## config.mk

```make
export PLATFORM = sky130hd
export DESIGN_NAME = axil_pause_sys
export DESIGN_NICKNAME = d
export VERILOG_FILES = /design/src/axil_pause_pkg.sv /design/src/axil_pause.sv /design/src/axil_pause_ctrl.sv /design/src/axil_pause_gate.sv /design/src/axil_pause_sys.sv /design/src/axil_pause_tracker.sv /design/src/axil_reg_target.sv
export SDC_FILE = /design/constraint.sdc
export NUM_CORES = 1
export LEC_CHECK = 0
export BUFFER_PORTS_ARGS = -buffer_cell sky130_fd_sc_hd__buf_2
export CAP_MARGIN = 5
export CORE_MARGIN = 10
export CORE_UTILIZATION = 45
export CTS_CLUSTER_SIZE = 40
export DETAILED_ROUTE_END_ITERATION = 10
export GPL_TIMING_DRIVEN = 1
export PLACE_DENSITY_LB_ADDON = 0.05
export RECOVER_POWER = 100
export SYNTH_ARGS = -nofsm -noshare
export SYNTH_HDL_FRONTEND = slang
export SYNTH_SLANG_ARGS = --single-unit
```

## constraint.sdc

```tcl
create_clock -name seq -period 2.77 [get_ports seq]
set_clock_uncertainty 0.1 [all_clocks]
set_input_delay 0.1385 -clock seq [delete_from_list [all_inputs] [get_ports seq]]
set_output_delay 0.1385 -clock seq [all_outputs]
set_load 0.005 [all_outputs]
```

## src/axil_pause_pkg.sv

```systemverilog
package axil_pause_pkg;

    // Default bus widths for every module header.
    localparam int ADDR_WIDTH_DEF = 32;
    localparam int DATA_WIDTH_DEF = 32;

    // AXI4-Lite response codes used by the register target.
    typedef enum logic [1:0] {
        OKAY   = 2'd0,
        SLVERR = 2'd2
    } axi_resp_e;

    // Pause control states.
    typedef enum logic [1:0] {
        RUN    = 2'd0, // Traffic flows freely.
        DRAIN  = 2'd1, // New address phases held, waiting for completions.
        PAUSED = 2'd2  // Nothing in flight, acknowledge raised.
    } pause_state_e;

endpackage

```

## src/axil_pause.sv

```systemverilog
`timescale 1ns/10ps

module axil_pause #(
    parameter int ADDR_WIDTH = axil_pause_pkg::ADDR_WIDTH_DEF,
    parameter int DATA_WIDTH = axil_pause_pkg::DATA_WIDTH_DEF,
    parameter int MAX_TRANS  = 7
) (
    input  logic                    seq,
    input  logic                    rst_n,
    input  logic                    pause_req,
    output logic                    pause_ack,

    input  logic [ADDR_WIDTH-1:0]   s_awaddr,
    input  logic [2:0]              s_awprot,
    input  logic                    s_awvalid,
    output logic                    s_awready,
    input  logic [DATA_WIDTH-1:0]   s_wdata,
    input  logic [DATA_WIDTH/8-1:0] s_wstrb,
    input  logic                    s_wvalid,
    output logic                    s_wready,
    output logic [1:0]              s_bresp,
    output logic                    s_bvalid,
    input  logic                    s_bready,
    input  logic [ADDR_WIDTH-1:0]   s_araddr,
    input  logic [2:0]              s_arprot,
    input  logic                    s_arvalid,
    output logic                    s_arready,
    output logic [DATA_WIDTH-1:0]   s_rdata,
    output logic [1:0]              s_rresp,
    output logic                    s_rvalid,
    input  logic                    s_rready,

    output logic [ADDR_WIDTH-1:0]   m_awaddr,
    output logic [2:0]              m_awprot,
    output logic                    m_awvalid,
    input  logic                    m_awready,
    output logic [DATA_WIDTH-1:0]   m_wdata,
    output logic [DATA_WIDTH/8-1:0] m_wstrb,
    output logic                    m_wvalid,
    input  logic                    m_wready,
    input  logic [1:0]              m_bresp,
    input  logic                    m_bvalid,
    output logic                    m_bready,
    output logic [ADDR_WIDTH-1:0]   m_araddr,
    output logic [2:0]              m_arprot,
    output logic                    m_arvalid,
    input  logic                    m_arready,
    input  logic [DATA_WIDTH-1:0]   m_rdata,
    input  logic [1:0]              m_rresp,
    input  logic                    m_rvalid,
    output logic                    m_rready
);

    localparam int CNT_W = $clog2(MAX_TRANS + 1);

    logic             awfire;
    logic             wfire;
    logic             bfire;
    logic             arfire;
    logic             rfire;
    logic [CNT_W-1:0] aw_pend;
    logic [CNT_W-1:0] w_pend;
    logic             quiescent;
    logic             wr_full;
    logic             rd_full;
    logic             block;

    // Responses are never gated.
    assign s_bresp  = m_bresp;
    assign s_bvalid = m_bvalid;
    assign m_bready = s_bready;
    assign s_rdata  = m_rdata;
    assign s_rresp  = m_rresp;
    assign s_rvalid = m_rvalid;
    assign m_rready = s_rready;

    assign awfire = m_awvalid && m_awready;
    assign wfire  = m_wvalid && m_wready;
    assign bfire  = m_bvalid && m_bready;
    assign arfire = m_arvalid && m_arready;
    assign rfire  = m_rvalid && m_rready;

    axil_pause_gate #(
        .ADDR_WIDTH (ADDR_WIDTH),
        .DATA_WIDTH (DATA_WIDTH),
        .MAX_TRANS  (MAX_TRANS)
    ) axil_pause_gate_inst (.*);

    axil_pause_tracker #(
        .MAX_TRANS (MAX_TRANS)
    ) axil_pause_tracker_inst (
        .rd_pend (),
        .*
    );

    axil_pause_ctrl axil_pause_ctrl_inst (.*);

    paused_no_addr_a: assert property (@(posedge seq) disable iff (!rst_n)
        pause_ack |-> !m_awvalid && !m_arvalid)
        else $error("address phase issued downstream while paused");

endmodule

```

## src/axil_pause_ctrl.sv

```systemverilog
`timescale 1ns/10ps

module axil_pause_ctrl (
    input  logic seq,
    input  logic rst_n,
    input  logic pause_req,
    input  logic quiescent,
    output logic block,
    output logic pause_ack
);
    import axil_pause_pkg::*;

    pause_state_e state;
    pause_state_e state_next;

    always_comb begin
        state_next = state;
        case (state)
            RUN: begin
                if (pause_req) begin
                    state_next = DRAIN;
                end
            end
            DRAIN: begin
                if (!pause_req) begin
                    state_next = RUN; // Request withdrawn before drain finished.
                end else if (quiescent) begin
                    state_next = PAUSED;
                end
            end
            PAUSED: begin
                if (!pause_req) begin
                    state_next = RUN;
                end
            end
            default: state_next = RUN;
        endcase
    end

    always_ff @(posedge seq or negedge rst_n) begin
        if (!rst_n) begin
            state <= RUN;
        end else begin
            state <= state_next;
        end
    end

    assign block     = (state != RUN);
    assign pause_ack = (state == PAUSED);

    ack_idle_a: assert property (@(posedge seq) disable iff (!rst_n)
        pause_ack |-> quiescent)
        else $error("pause_ack high with transactions in flight");

endmodule

```

## src/axil_pause_gate.sv

```systemverilog
`timescale 1ns/10ps

module axil_pause_gate #(
    parameter int ADDR_WIDTH = axil_pause_pkg::ADDR_WIDTH_DEF,
    parameter int DATA_WIDTH = axil_pause_pkg::DATA_WIDTH_DEF,
    parameter int MAX_TRANS  = 7
) (
    input  logic                             block,
    input  logic                             wr_full,
    input  logic                             rd_full,
    input  logic [$clog2(MAX_TRANS+1)-1:0]   aw_pend,
    input  logic [$clog2(MAX_TRANS+1)-1:0]   w_pend,

    input  logic [ADDR_WIDTH-1:0]            s_awaddr,
    input  logic [2:0]                       s_awprot,
    input  logic                             s_awvalid,
    output logic                             s_awready,
    input  logic [DATA_WIDTH-1:0]            s_wdata,
    input  logic [DATA_WIDTH/8-1:0]          s_wstrb,
    input  logic                             s_wvalid,
    output logic                             s_wready,
    input  logic [ADDR_WIDTH-1:0]            s_araddr,
    input  logic [2:0]                       s_arprot,
    input  logic                             s_arvalid,
    output logic                             s_arready,

    output logic [ADDR_WIDTH-1:0]            m_awaddr,
    output logic [2:0]                       m_awprot,
    output logic                             m_awvalid,
    input  logic                             m_awready,
    output logic [DATA_WIDTH-1:0]            m_wdata,
    output logic [DATA_WIDTH/8-1:0]          m_wstrb,
    output logic                             m_wvalid,
    input  logic                             m_wready,
    output logic [ADDR_WIDTH-1:0]            m_araddr,
    output logic [2:0]                       m_arprot,
    output logic                             m_arvalid,
    input  logic                             m_arready
);

    localparam int CNT_W = $clog2(MAX_TRANS + 1);
    localparam logic [CNT_W-1:0] CNT_MAX = CNT_W'(MAX_TRANS);

    logic aw_open;
    logic w_open;
    logic ar_open;

    assign aw_open = !block && !wr_full;
    assign ar_open = !block && !rd_full;
    // While draining, W only for addresses already accepted.
    assign w_open  = (w_pend < CNT_MAX) && (!block || (aw_pend > w_pend));

    assign m_awaddr  = s_awaddr;
    assign m_awprot  = s_awprot;
    assign m_awvalid = s_awvalid && aw_open;
    assign s_awready = m_awready && aw_open;

    assign m_wdata   = s_wdata;
    assign m_wstrb   = s_wstrb;
    assign m_wvalid  = s_wvalid && w_open;
    assign s_wready  = m_wready && w_open;

    assign m_araddr  = s_araddr;
    assign m_arprot  = s_arprot;
    assign m_arvalid = s_arvalid && ar_open;
    assign s_arready = m_arready && ar_open;

endmodule

```

## src/axil_pause_sys.sv

```systemverilog
`timescale 1ns/10ps

module axil_pause_sys #(
    parameter int ADDR_WIDTH = axil_pause_pkg::ADDR_WIDTH_DEF,
    parameter int DATA_WIDTH = axil_pause_pkg::DATA_WIDTH_DEF,
    parameter int MAX_TRANS  = 7,
    parameter int REG_COUNT  = 16
) (
    input  logic                    seq,
    input  logic                    rst_n,
    input  logic                    pause_req,
    output logic                    pause_ack,

    input  logic [ADDR_WIDTH-1:0]   s_awaddr,
    input  logic [2:0]              s_awprot,
    input  logic                    s_awvalid,
    output logic                    s_awready,
    input  logic [DATA_WIDTH-1:0]   s_wdata,
    input  logic [DATA_WIDTH/8-1:0] s_wstrb,
    input  logic                    s_wvalid,
    output logic                    s_wready,
    output logic [1:0]              s_bresp,
    output logic                    s_bvalid,
    input  logic                    s_bready,
    input  logic [ADDR_WIDTH-1:0]   s_araddr,
    input  logic [2:0]              s_arprot,
    input  logic                    s_arvalid,
    output logic                    s_arready,
    output logic [DATA_WIDTH-1:0]   s_rdata,
    output logic [1:0]              s_rresp,
    output logic                    s_rvalid,
    input  logic                    s_rready
);

    logic [ADDR_WIDTH-1:0]   m_awaddr;
    logic [2:0]              m_awprot;
    logic                    m_awvalid;
    logic                    m_awready;
    logic [DATA_WIDTH-1:0]   m_wdata;
    logic [DATA_WIDTH/8-1:0] m_wstrb;
    logic                    m_wvalid;
    logic                    m_wready;
    logic [1:0]              m_bresp;
    logic                    m_bvalid;
    logic                    m_bready;
    logic [ADDR_WIDTH-1:0]   m_araddr;
    logic [2:0]              m_arprot;
    logic                    m_arvalid;
    logic                    m_arready;
    logic [DATA_WIDTH-1:0]   m_rdata;
    logic [1:0]              m_rresp;
    logic                    m_rvalid;
    logic                    m_rready;

    axil_pause #(
        .ADDR_WIDTH (ADDR_WIDTH),
        .DATA_WIDTH (DATA_WIDTH),
        .MAX_TRANS  (MAX_TRANS)
    ) axil_pause_inst (.*);

    axil_reg_target #(
        .ADDR_WIDTH (ADDR_WIDTH),
        .DATA_WIDTH (DATA_WIDTH),
        .REG_COUNT  (REG_COUNT)
    ) axil_reg_target_inst (.*);

endmodule

```

## src/axil_pause_tracker.sv

```systemverilog
`timescale 1ns/10ps

module axil_pause_tracker #(
    parameter int MAX_TRANS = 7
) (
    input  logic                           seq,
    input  logic                           rst_n,
    input  logic                           awfire,
    input  logic                           wfire,
    input  logic                           bfire,
    input  logic                           arfire,
    input  logic                           rfire,
    output logic [$clog2(MAX_TRANS+1)-1:0] aw_pend,
    output logic [$clog2(MAX_TRANS+1)-1:0] w_pend,
    output logic [$clog2(MAX_TRANS+1)-1:0] rd_pend,
    output logic                           quiescent,
    output logic                           wr_full,
    output logic                           rd_full
);

    localparam int CNT_W = $clog2(MAX_TRANS + 1);
    localparam logic [CNT_W-1:0] CNT_MAX = CNT_W'(MAX_TRANS);

    function automatic logic [CNT_W-1:0] step(
        input logic [CNT_W-1:0] cnt,
        input logic             inc,
        input logic             dec
    );
        logic [CNT_W-1:0] res;
        res = cnt;
        if (inc && !dec) begin
            res = cnt + CNT_W'(1);
        end else if (dec && !inc) begin
            res = cnt - CNT_W'(1);
        end
        return res;
    endfunction

    always_ff @(posedge seq or negedge rst_n) begin
        if (!rst_n) begin
            aw_pend <= '0;
            w_pend  <= '0;
            rd_pend <= '0;
        end else begin
            aw_pend <= step(aw_pend, awfire, bfire); // One B retires an AW and a W.
            w_pend  <= step(w_pend, wfire, bfire);
            rd_pend <= step(rd_pend, arfire, rfire);
        end
    end

    assign quiescent = (aw_pend == '0) && (w_pend == '0) && (rd_pend == '0);
    assign wr_full   = (aw_pend == CNT_MAX);
    assign rd_full   = (rd_pend == CNT_MAX);

    no_overflow_a: assert property (@(posedge seq) disable iff (!rst_n)
        !(awfire && !bfire && aw_pend == CNT_MAX) &&
        !(wfire && !bfire && w_pend == CNT_MAX) &&
        !(arfire && !rfire && rd_pend == CNT_MAX))
        else $error("outstanding counter pushed past MAX_TRANS");

    b_underflow_a: assert property (@(posedge seq) disable iff (!rst_n)
        bfire |-> (aw_pend != '0) && (w_pend != '0))
        else $error("B response with no write outstanding");

    r_underflow_a: assert property (@(posedge seq) disable iff (!rst_n)
        rfire |-> (rd_pend != '0))
        else $error("R response with no read outstanding");

endmodule

```

## src/axil_reg_target.sv

```systemverilog
`timescale 1ns/10ps

module axil_reg_target #(
    parameter int ADDR_WIDTH = axil_pause_pkg::ADDR_WIDTH_DEF,
    parameter int DATA_WIDTH = axil_pause_pkg::DATA_WIDTH_DEF,
    parameter int REG_COUNT  = 16
) (
    input  logic                    seq,
    input  logic                    rst_n,

    input  logic [ADDR_WIDTH-1:0]   m_awaddr,
    input  logic [2:0]              m_awprot,
    input  logic                    m_awvalid,
    output logic                    m_awready,
    input  logic [DATA_WIDTH-1:0]   m_wdata,
    input  logic [DATA_WIDTH/8-1:0] m_wstrb,
    input  logic                    m_wvalid,
    output logic                    m_wready,
    output logic [1:0]              m_bresp,
    output logic                    m_bvalid,
    input  logic                    m_bready,
    input  logic [ADDR_WIDTH-1:0]   m_araddr,
    input  logic [2:0]              m_arprot,
    input  logic                    m_arvalid,
    output logic                    m_arready,
    output logic [DATA_WIDTH-1:0]   m_rdata,
    output logic [1:0]              m_rresp,
    output logic                    m_rvalid,
    input  logic                    m_rready
);
    import axil_pause_pkg::*;

    localparam int STRB_W   = DATA_WIDTH / 8;
    localparam int ADDR_LSB = $clog2(STRB_W);
    localparam int WORD_W   = ADDR_WIDTH - ADDR_LSB;
    localparam int IDX_W    = (REG_COUNT > 1) ? $clog2(REG_COUNT) : 1;

    logic [DATA_WIDTH-1:0] regs [REG_COUNT];
    logic [WORD_W-1:0]     aw_word;
    logic [WORD_W-1:0]     ar_word;
    logic [IDX_W-1:0]      aw_idx;
    logic [IDX_W-1:0]      ar_idx;
    logic                  aw_hit;
    logic                  ar_hit;
    logic                  wr_fire;
    logic                  rd_fire;

    assign aw_word = m_awaddr[ADDR_WIDTH-1:ADDR_LSB];
    assign ar_word = m_araddr[ADDR_WIDTH-1:ADDR_LSB];
    assign aw_idx  = aw_word[IDX_W-1:0];
    assign ar_idx  = ar_word[IDX_W-1:0];
    assign aw_hit  = (aw_word < WORD_W'(REG_COUNT));
    assign ar_hit  = (ar_word < WORD_W'(REG_COUNT));

    // AW and W are taken together, one write at a time.
    assign m_awready = m_awvalid && m_wvalid && !m_bvalid;
    assign m_wready  = m_awready;
    assign wr_fire   = m_awready;

    assign m_arready = !m_rvalid;
    assign rd_fire   = m_arvalid && m_arready;

    always_ff @(posedge seq or negedge rst_n) begin
        if (!rst_n) begin
            for (int i = 0; i < REG_COUNT; i++) begin
                regs[i] <= '0;
            end
        end else if (wr_fire && aw_hit) begin
            for (int b = 0; b < STRB_W; b++) begin
                if (m_wstrb[b]) begin
                    regs[aw_idx][8*b +: 8] <= m_wdata[8*b +: 8];
                end
            end
        end
    end

    always_ff @(posedge seq or negedge rst_n) begin
        if (!rst_n) begin
            m_bvalid <= 1'b0;
            m_rvalid <= 1'b0;
        end else begin
            if (wr_fire) begin
                m_bvalid <= 1'b1;
            end else if (m_bready) begin
                m_bvalid <= 1'b0;
            end
            if (rd_fire) begin
                m_rvalid <= 1'b1;
            end else if (m_rready) begin
                m_rvalid <= 1'b0;
            end
        end
    end

    always_ff @(posedge seq) begin
        if (wr_fire) begin
            m_bresp <= aw_hit ? OKAY : SLVERR;
        end
        if (rd_fire) begin
            m_rdata <= ar_hit ? regs[ar_idx] : '0; // Out of range reads as zero.
            m_rresp <= ar_hit ? OKAY : SLVERR;
        end
    end

endmodule

```

==> key figures, run 1 <==
Routing
  – Final ANT Viol Nets: 0
  – TritonRoute pass-1 iters: 4
  – Post-DR vias/cell: 5.64
  – Residual DRC: 0
  – Total number of vias: 15100
  – Wire per inst: 24.0 µm
  – Routed Wire Length: 64300 µm
  – Drt initial violations: 744

Timing
  – Crit share post-route: 0.967
  – Least-Margin Pin Slew: 1.94 ns
  – Period minus WS final: 2.68 ns
  – Unrepaired setup endpoints after global routing: false
  – Final hold viol count: 0
  – Pins Over Slew Limit: 62
  – Final worst setup slack: 0.0908 ns
  – Slew HR: -0.291
  – Setup-failing EPs final: 0
  – Setup TNS: 0 ns
  – F_max: roughly 0.37 GHz

Floorplanning
  – # rows: 88
  – Width of the die: 260 µm
  – Initial Utilization: 0.452
  – Chip height: ~260 µm
  – Full die area: just under 0.07 mm²
  – Core Area: between 0.05 and 0.06 mm²
  – I/O pin total: around 160

Final layout
  – Area growth syn-to-layout: 16.2%
  – Share of post-route cells with drive strength above 1: 0.514
  – Commonest non-fill, non-tap cell in the layout: dfrtp_1
  – NumNets Final: ~2000
  – Most frequent cells in the layout: 525 x dfrtp_1, 507 x mux2_2, 128 x mux4_2

Logic synthesis
  – Synth Area in Adders: 0.00376
  – Ys Warns: 0
  – Multiplexer share of the synthesized area: 0.334
  – Synth Area in Simple Gates: 0.0748
  – Sequential share of the synthesized area: 0.545
  – Asr flop ratio synth: 0.939
  – Largest family of logic cells by synthesized area: multiplexers
  – Synth cell types: 40
  – Compound-Gate Fraction of Synth Area: 0.0164
  – Post-Synth XOR/XNOR Area: 0.00303
  – Ys flop type: dfrtp_1
  – Cells after Synth: around 1600
  – Avg Inst Size Synth: approximately 16 µm²
  – FF+latch count, synth: 559
  – Post-synth EDFFs: 34
  – Post-synthesis cell area: 0.0260 mm²

Global routing
  – Vias in the first global route: 16328
  – First-pass GRT wire length: 99900 µm
  – Final global-route overflow total: 0
  – Pin count of the biggest net entering global routing: a little over 80
  – GR Util All Layers: 0.192
  – Antenna violations before repair: 8

Placed design
  – IO Port Bufs: 143
  – Dpl ws: between 0.15 and 0.2 ns
  – GPL Wtd Cong: 0.814
  – Dpl hpwl: about 41000 µm

Min path
  – Hold_sp: s_wvalid
  – Cell depth of the worst hold path: 4
  – Worst Hold Endpoint: axil_reg_target_inst.m_bvalid$_DFFE_PN0P_
  – HP Class: in2reg

CTS
  – Max clock buf depth: 3
  – CTS root buf: clkbuf_16
  – CTS tree: done
  – Post-CTS sizing: 0
  – H-tree depth: 2
  – Clk_lat worst skew: 0.63 ns
  – Total CTS buffers: 60
  – Clock-pin transition on the worst setup and hold timing paths: roughly 0.06 ns
  – Setup repair bufs after CTS: 0
  – Clk sinks: between 500 and 600

Worst setup path
  – Crit path max fanout: 28
  – CP Capture Type: flop
  – Crit Reg-Reg Startpoint: axil_reg_target_inst.m_bvalid$_DFFE_PN0P_
  – WS Path Type: reg2reg
  – Critical R2R Capture: axil_reg_target_inst.regs[267]$_DFFE_PN0P_
  – Critical path startpoint category: flop
  – Worst endpoint required time: 3.16 ns
  – Reg2reg path depth: 7
  – R2R Setup Slk: 0.09 ns
  – Arr. time, crit path: 3.07 ns

Pwr
  – Peak VDD IR: 468 µV
  – Pwr dens: 594 mW/mm²
  – P_leak: 14.2 nW
  – Power, Total: 17.9 mW

Run
  – Max cap viols: 1

Status
  – Status: finished with violations
  – Failing checks: capacitance limit, slew limit
critical path, stage by stage, from the launching register on:
cell     delay (ns)
dfrtp_1        0.40
and3b_1        0.23
nand4_1        0.32
buf_12         0.29
buf_8          0.20
nor4_4         0.21
buf_2          0.38
mux2_2         0.38
stage by stage:
| stage | area [µm²] | utilization | std cells | hold WS (ns) |
|---|---|---|---|---|
| global placement | 28300 | 0.493 | 2527 | 0.0621 |
| floorplan | 26000 | - | 1643 | -0.257 |
| finish | 30200 | 0.525 | 2675 | 0.131 |
| CTS | 30700 | 0.535 | 2674 | 0.00570 |
| detailed placement | 28300 | 0.493 | 2527 | 0.0638 |
| global route | 30200 | 0.525 | 2674 | 0.152 |
sequential cells by signal, summed over array words and instances, names as in the netlist:
signal	flops
axil_pause_inst.axil_pause_ctrl_inst.state	2
axil_pause_inst.axil_pause_tracker_inst.aw_pend	3
axil_pause_inst.axil_pause_tracker_inst.rd_pend	3
axil_pause_inst.axil_pause_tracker_inst.w_pend	3
axil_reg_target_inst.m_bresp	1
axil_reg_target_inst.m_bvalid	1
axil_reg_target_inst.m_rdata	32
axil_reg_target_inst.m_rresp	1
axil_reg_target_inst.m_rvalid	1
axil_reg_target_inst.regs	512
kinds of logic (layout without fill, tap and decap cells):
logic type | Yosys count | count (layout)
other | 1 | 3
AO/OA/AOI/OAI | 68 | 68
buffers and inverters | 139 | 405
multiplexers | 643 | 643
adder cells (fa/ha/maj) | 6 | 6
XOR/XNOR | 9 | 9
flip-flops | 559 | 559
AND/OR/NAND/NOR | 217 | 217
synthesized netlist by cell type (2+ instances only):
library cell | count | area [µm²]
and3b_1 | 2 | 17.5
and4b_1 | 4 | 40.0
and4bb_2 | 6 | 75.1
buf_1 | 7 | 26.3
buf_2 | 26 | 130
buf_4 | 3 | 22.5
buf_6 | 4 | 45.0
clkbuf_1 | 87 | 327
dfrtp_1 | 525 | 13100
edfxtp_1 | 34 | 1020
fa_1 | 3 | 60.1
ha_1 | 3 | 37.5
inv_1 | 12 | 45.0
mux2_1 | 8 | 90.1
mux2_2 | 507 | 5710
mux4_2 | 128 | 2880
nand2_1 | 67 | 251
nand2b_1 | 2 | 12.5
nand3_1 | 3 | 15.0
nand4_1 | 4 | 25.0
nor2_1 | 6 | 22.5
nor3_1 | 33 | 165
nor4_1 | 13 | 81.3
nor4_4 | 48 | 1020
nor4b_1 | 5 | 43.8
o22ai_1 | 64 | 400
or2_2 | 2 | 12.5
or4_1 | 17 | 128
xnor2_1 | 4 | 35.0
xor2_1 | 5 | 43.8
metal layers:
metal  share of wire  GRT usage  vias up  wire [µm]
li1                -          -     6704          -
met2            0.48      0.307      252      30700
met4           0.018     0.0459       10       1160
met5         0.00084          0        -         54
met3           0.044     0.0377       88       2830
met1            0.46      0.267     8046      29600
timing repair:
| item | CTS | global route |
|---|---|---|
| endpoints found under the setup margin | 0 | 0 |
| endpoints found under the hold margin | 1048 | 0 |
| hold buffers | 37 | 0 |
report_power, final:
part | internal (mW) | switching [mW]
clock network | 4.98 | 3.28
logic | 0.434 | 0.770
registers | 8.38 | 0.105
total | 13.8 | 4.16
area by class of cell:
type	count	area [µm²]
sequential	559	14200
antenna	1	2.50
multi-input combinational	945	10900
inverter	12	45.0
clock inverter	20	288
fill	4870	27300
tap	765	957
timing repair buffer	283	2120
clock buffer	90	1750
worst max path at each step:
stage / startpoint / endpoint / slack (ns) / depth (start not counted)
after floorplan: axil_pause_inst.axil_pause_ctrl_inst.state[1]$_DFFE_PN0P_ / flop / 0.01 / 9
after global placement: s_awaddr[2] / axil_reg_target_inst.regs[251]$_DFFE_PN0P_ / 0.20 / 6
after detailed placement: axil_reg_target_inst.m_bvalid$_DFFE_PN0P_ / axil_reg_target_inst.regs[123]$_DFFE_PN0P_ / 0.17 / 5
after CTS: axil_reg_target_inst.m_bvalid$_DFFE_PN0P_ / axil_reg_target_inst.regs[123]$_DFFE_PN0P_ / 0.14 / 5
after global routing: axil_reg_target_inst.m_bvalid$_DFFE_PN0P_ / axil_reg_target_inst.regs[226]$_DFFE_PN0P_ / 0.01 / 7
final: axil_reg_target_inst.m_bvalid$_DFFE_PN0P_ / axil_reg_target_inst.regs[267]$_DFFE_PN0P_ / 0.09 / 7
Power figures use the tool's default switching activity.
==> run 2, diff against run 1 <==
--- a/config.mk
+++ b/config.mk
@@ -7,7 +7,7 @@
 export LEC_CHECK = 0
 export BUFFER_PORTS_ARGS = -buffer_cell sky130_fd_sc_hd__buf_2
 export CAP_MARGIN = 5
-export CORE_MARGIN = 10
+export CORE_MARGIN = 2
 export CORE_UTILIZATION = 45
 export CTS_CLUSTER_SIZE = 40
 export DETAILED_ROUTE_END_ITERATION = 10
==> run 2 against run 1 <==
Compared with the run above:
- the flow still finishes with violations (capacitance limit, slew limit)
- sequential cell count unchanged
- count of clock-buffer cells in the layout unchanged
- die area decreased by 12%
- final area increased by 0.14%
- non-clock buffer count increased by 9
- cell count increased by 0.19%
- sequential share of layout area decreased by 0.064 points
- routed wire length decreased by 0.76%
- hold slack got worse by 0.075 ns
- maximum frequency increased by 4.8%
- global-route usage increased by 2.8 points
==> key figures, run 2 (synthesis gave the netlist of run 1 again) <==
Global routing
  – Pin count of the biggest net entering global routing: 75 (was 82)
  – Final global-route overflow total: 0 (unchanged)
  – Antenna violations before repair: 6 (was 8)
  – First-pass GRT wire length: 99600 µm (was 99900 µm)
  – Vias in the first global route: 16139 (was 16328)
  – GR Util All Layers: 0.220 (was 0.192)

Worst setup path
  – Crit Reg-Reg Startpoint: axil_reg_target_inst.m_bvalid$_DFFE_PN0P_ (unchanged)
  – Crit path buffers/inverters: 3 (unchanged)
  – CP Capture Type: flop (unchanged)
  – Arr. time, crit path: 2.95 ns (was 3.07 ns)
  – Critical path startpoint category: flop (unchanged)
  – Cell breakdown of the critical path: and3b_1 > nand4_1 > buf_12 > buf_2 > nor4_1 > clkbuf_2 > mux2_2 (was and3b_1 > nand4_1 > buf_12 > buf_8 > nor4_4 > buf_2 > mux2_2)
  – Worst endpoint required time: 3.16 ns (about the same)
  – Max stage delay on crit path: 0.40 ns (about the same)
  – Crit path max fanout: 23 (was 28)
  – WS Path Type: reg2reg (unchanged)
  – R2R Setup Slk: 0.21 ns (was 0.09 ns)
  – Beginning of the critical path: axil_reg_target_inst.m_bvalid$_DFFE_PN0P_ (unchanged)
  – Crit path max-delay family: buffers and inverters (unchanged)
  – Crit-path slowest cell: dfrtp_1 (unchanged)

Final layout
  – Top flop regs: axil_reg_target_inst.regs x512, axil_reg_target_inst.m_rdata x32 (unchanged)
  – NumNets Final: 1990 (was 1981)
  – Largest Register: axil_reg_target_inst.regs (unchanged)
  – Share of post-route cells with drive strength above 1: 0.527 (was 0.514)
  – Area growth syn-to-layout: 16.4% (was 16.2%)
  – Most frequent cells in the layout: 525 x dfrtp_1, 507 x mux2_2, 128 x mux4_2 (unchanged)
  – Largest register FFs: 512 (unchanged)
  – Commonest non-fill, non-tap cell in the layout: dfrtp_1 (unchanged)
  – Post-route cell area: 0.0302 mm² (about the same)

Timing
  – F_max: 0.391 GHz (was 0.373 GHz)
  – Final hold viol count: 0 (unchanged)
  – Setup-failing EPs final: 0 (unchanged)
  – Crit share post-route: 0.923 (was 0.967)
  – Pins Over Slew Limit: 71 (was 62)
  – Setup TNS: 0 ns (unchanged)
  – Slew HR: -0.515 (was -0.291)
  – Period minus WS final: 2.56 ns (was 2.68 ns)
  – Final worst setup slack: 0.214 ns (was 0.0908 ns)
  – Least-Margin Pin Slew: 2.27 ns (was 1.94 ns)
  – Unrepaired setup endpoints after global routing: false (unchanged)

CTS
  – Clock-pin transition on the worst setup and hold timing paths: 0.06 ns (about the same)
  – Clk_lat worst skew: 0.61 ns (was 0.63 ns)
  – Clk sinks: 559 (unchanged)
  – Total CTS buffers: 60 (unchanged)
  – H-tree depth: 2 (unchanged)
  – CTS tree: done (unchanged)
  – Post-CTS sizing: 0 (unchanged)
  – Setup repair bufs after CTS: 0 (unchanged)
  – Hold_buf cts: 37 (unchanged)
  – CTS root buf: clkbuf_16 (unchanged)
  – Max clock buf depth: 3 (unchanged)

Pwr
  – Gate power share: 0.068 (was 0.067)
  – Switching portion of total power: 0.230 (was 0.232)
  – P_leak: 14.3 nW (was 14.2 nW)
  – Peak VDD IR: 440 µV (was 468 µV)
  – Pwr dens: 587 mW/mm² (was 594 mW/mm²)
  – Clock network power share: 0.454 (was 0.460)
  – Sequential power share: 0.478 (was 0.473)
  – Int Pwr: 13.7 mW (was 13.8 mW)
  – Net Switching: 4.09 mW (was 4.16 mW)

Status
  – Status: finished with violations (unchanged)
  – Failing checks: capacitance limit, slew limit (unchanged)

Routing
  – Drt initial violations: 722 (was 744)
  – Wire per inst: 23.8 µm (was 24.0 µm)
  – TritonRoute pass-1 iters: 4 (unchanged)
  – Post-DR vias/cell: 5.66 (was 5.64)
  – Routed Wire Length: 63800 µm (was 64300 µm)
  – Residual DRC: 0 (unchanged)
  – Final ANT Viol Nets: 0 (unchanged)
  – Total number of vias: 15158 (was 15100)

Placed design
  – GPL Wtd Cong: 0.731 (was 0.814)
  – Dpl hpwl: 39800 µm (was 40700 µm)
  – Dpl ws: 0.235 ns (was 0.165 ns)
  – IO Port Bufs: 143 (unchanged)
  – Area of placed instances: 0.0286 mm² (was 0.0283 mm²)

Floorplanning
  – Width of the die: 244 µm (was 260 µm)
  – Full die area: 0.0597 mm² (was 0.0678 mm²)
  – I/O pin total: 156 (unchanged)
  – Initial Utilization: 0.453 (was 0.452)
  – Core Area: 0.0574 mm² (was 0.0575 mm²)
  – # rows: 88 (unchanged)
  – Chip height: 244 µm (was 260 µm)

Min path
  – Hold_sp: s_awvalid (was s_wvalid)
  – HP Class: in2reg (unchanged)

Run
  – Max cap viols: 1 (unchanged)
run 2: cell types whose count changed in the layout (fill, tap and decap cells not counted), moves of 3 or more:
cell	delta
nor4_4	+4
clkbuf_1	-27
buf_4	-4
nor4_2	-8
bufinv_16	-3
buf_2	+21
nor4_1	+4
clkbuf_2	+14
run 2: path summary, 6_finish.rpt:
check | cells past startpoint | endpoint
worst min register to register | 1 | axil_reg_target_inst.regs[126]$_DFFE_PN0P_
worst min-delay path | 4 | axil_reg_target_inst.m_bvalid$_DFFE_PN0P_
worst max register to register | 7 | axil_reg_target_inst.regs[373]$_DFFE_PN0P_
min in group asynchronous | 2 | axil_reg_target_inst.regs[355]$_DFFE_PN0P_
max in group asynchronous | 3 | axil_reg_target_inst.regs[449]$_DFFE_PN0P_
worst max-delay path | 7 | axil_reg_target_inst.regs[373]$_DFFE_PN0P_
run 2: layout make-up:
type / count / area, µm²
fillers: 4834 / 27100
flip-flops and latches: 559 / 14200
multi-input cells: 945 / 10900
repair buffers: 292 / 2200
clock buffers: 90 / 1810
well taps: 765 / 957
clock inverters: 16 / 186
inverters: 12 / 45.0
diodes: 1 / 2.50
run 2: tightest hold or removal path, cell delays in order:
cell	delay, ns
buf_2	0.10
and3b_1	0.16
nand4_1	0.20
o21ai_0	0.12
run 2: per-layer routing:
layer / wire (µm) / track usage / vias to the layer above
met4: 991 / 0.0439 / 10
met3: 2540 / 0.0373 / 76
met5: 68 / 0 / -
li1: - / - / 6718
met1: 29600 / 0.317 / 8116
met2: 30600 / 0.354 / 238
run 2: power groups by stage:
stage	sequential, mW	combinational [mW]	clock (mW)
2_1_floorplan	8.62	0.610	0
3_3_place_gp	8.62	1.20	0
3_5_place_dp	8.63	1.23	0
4_1_cts	8.48	1.28	8.28
5_1_grt	8.50	1.35	8.63
6_report	8.48	1.21	8.06
run 2: per-stage QoR:
stage          total power [mW]  utilization  instances  hold slack (ns)
2_1_floorplan              9.23            -       1643           -0.257
3_3_place_gp               9.83        0.498       2536           0.0898
3_5_place_dp               9.87        0.498       2536           0.0938
4_1_cts                    18.0        0.539       2679           0.0332
5_1_grt                    18.5        0.527       2679            0.122
6_report                   17.8        0.527       2680           0.0565
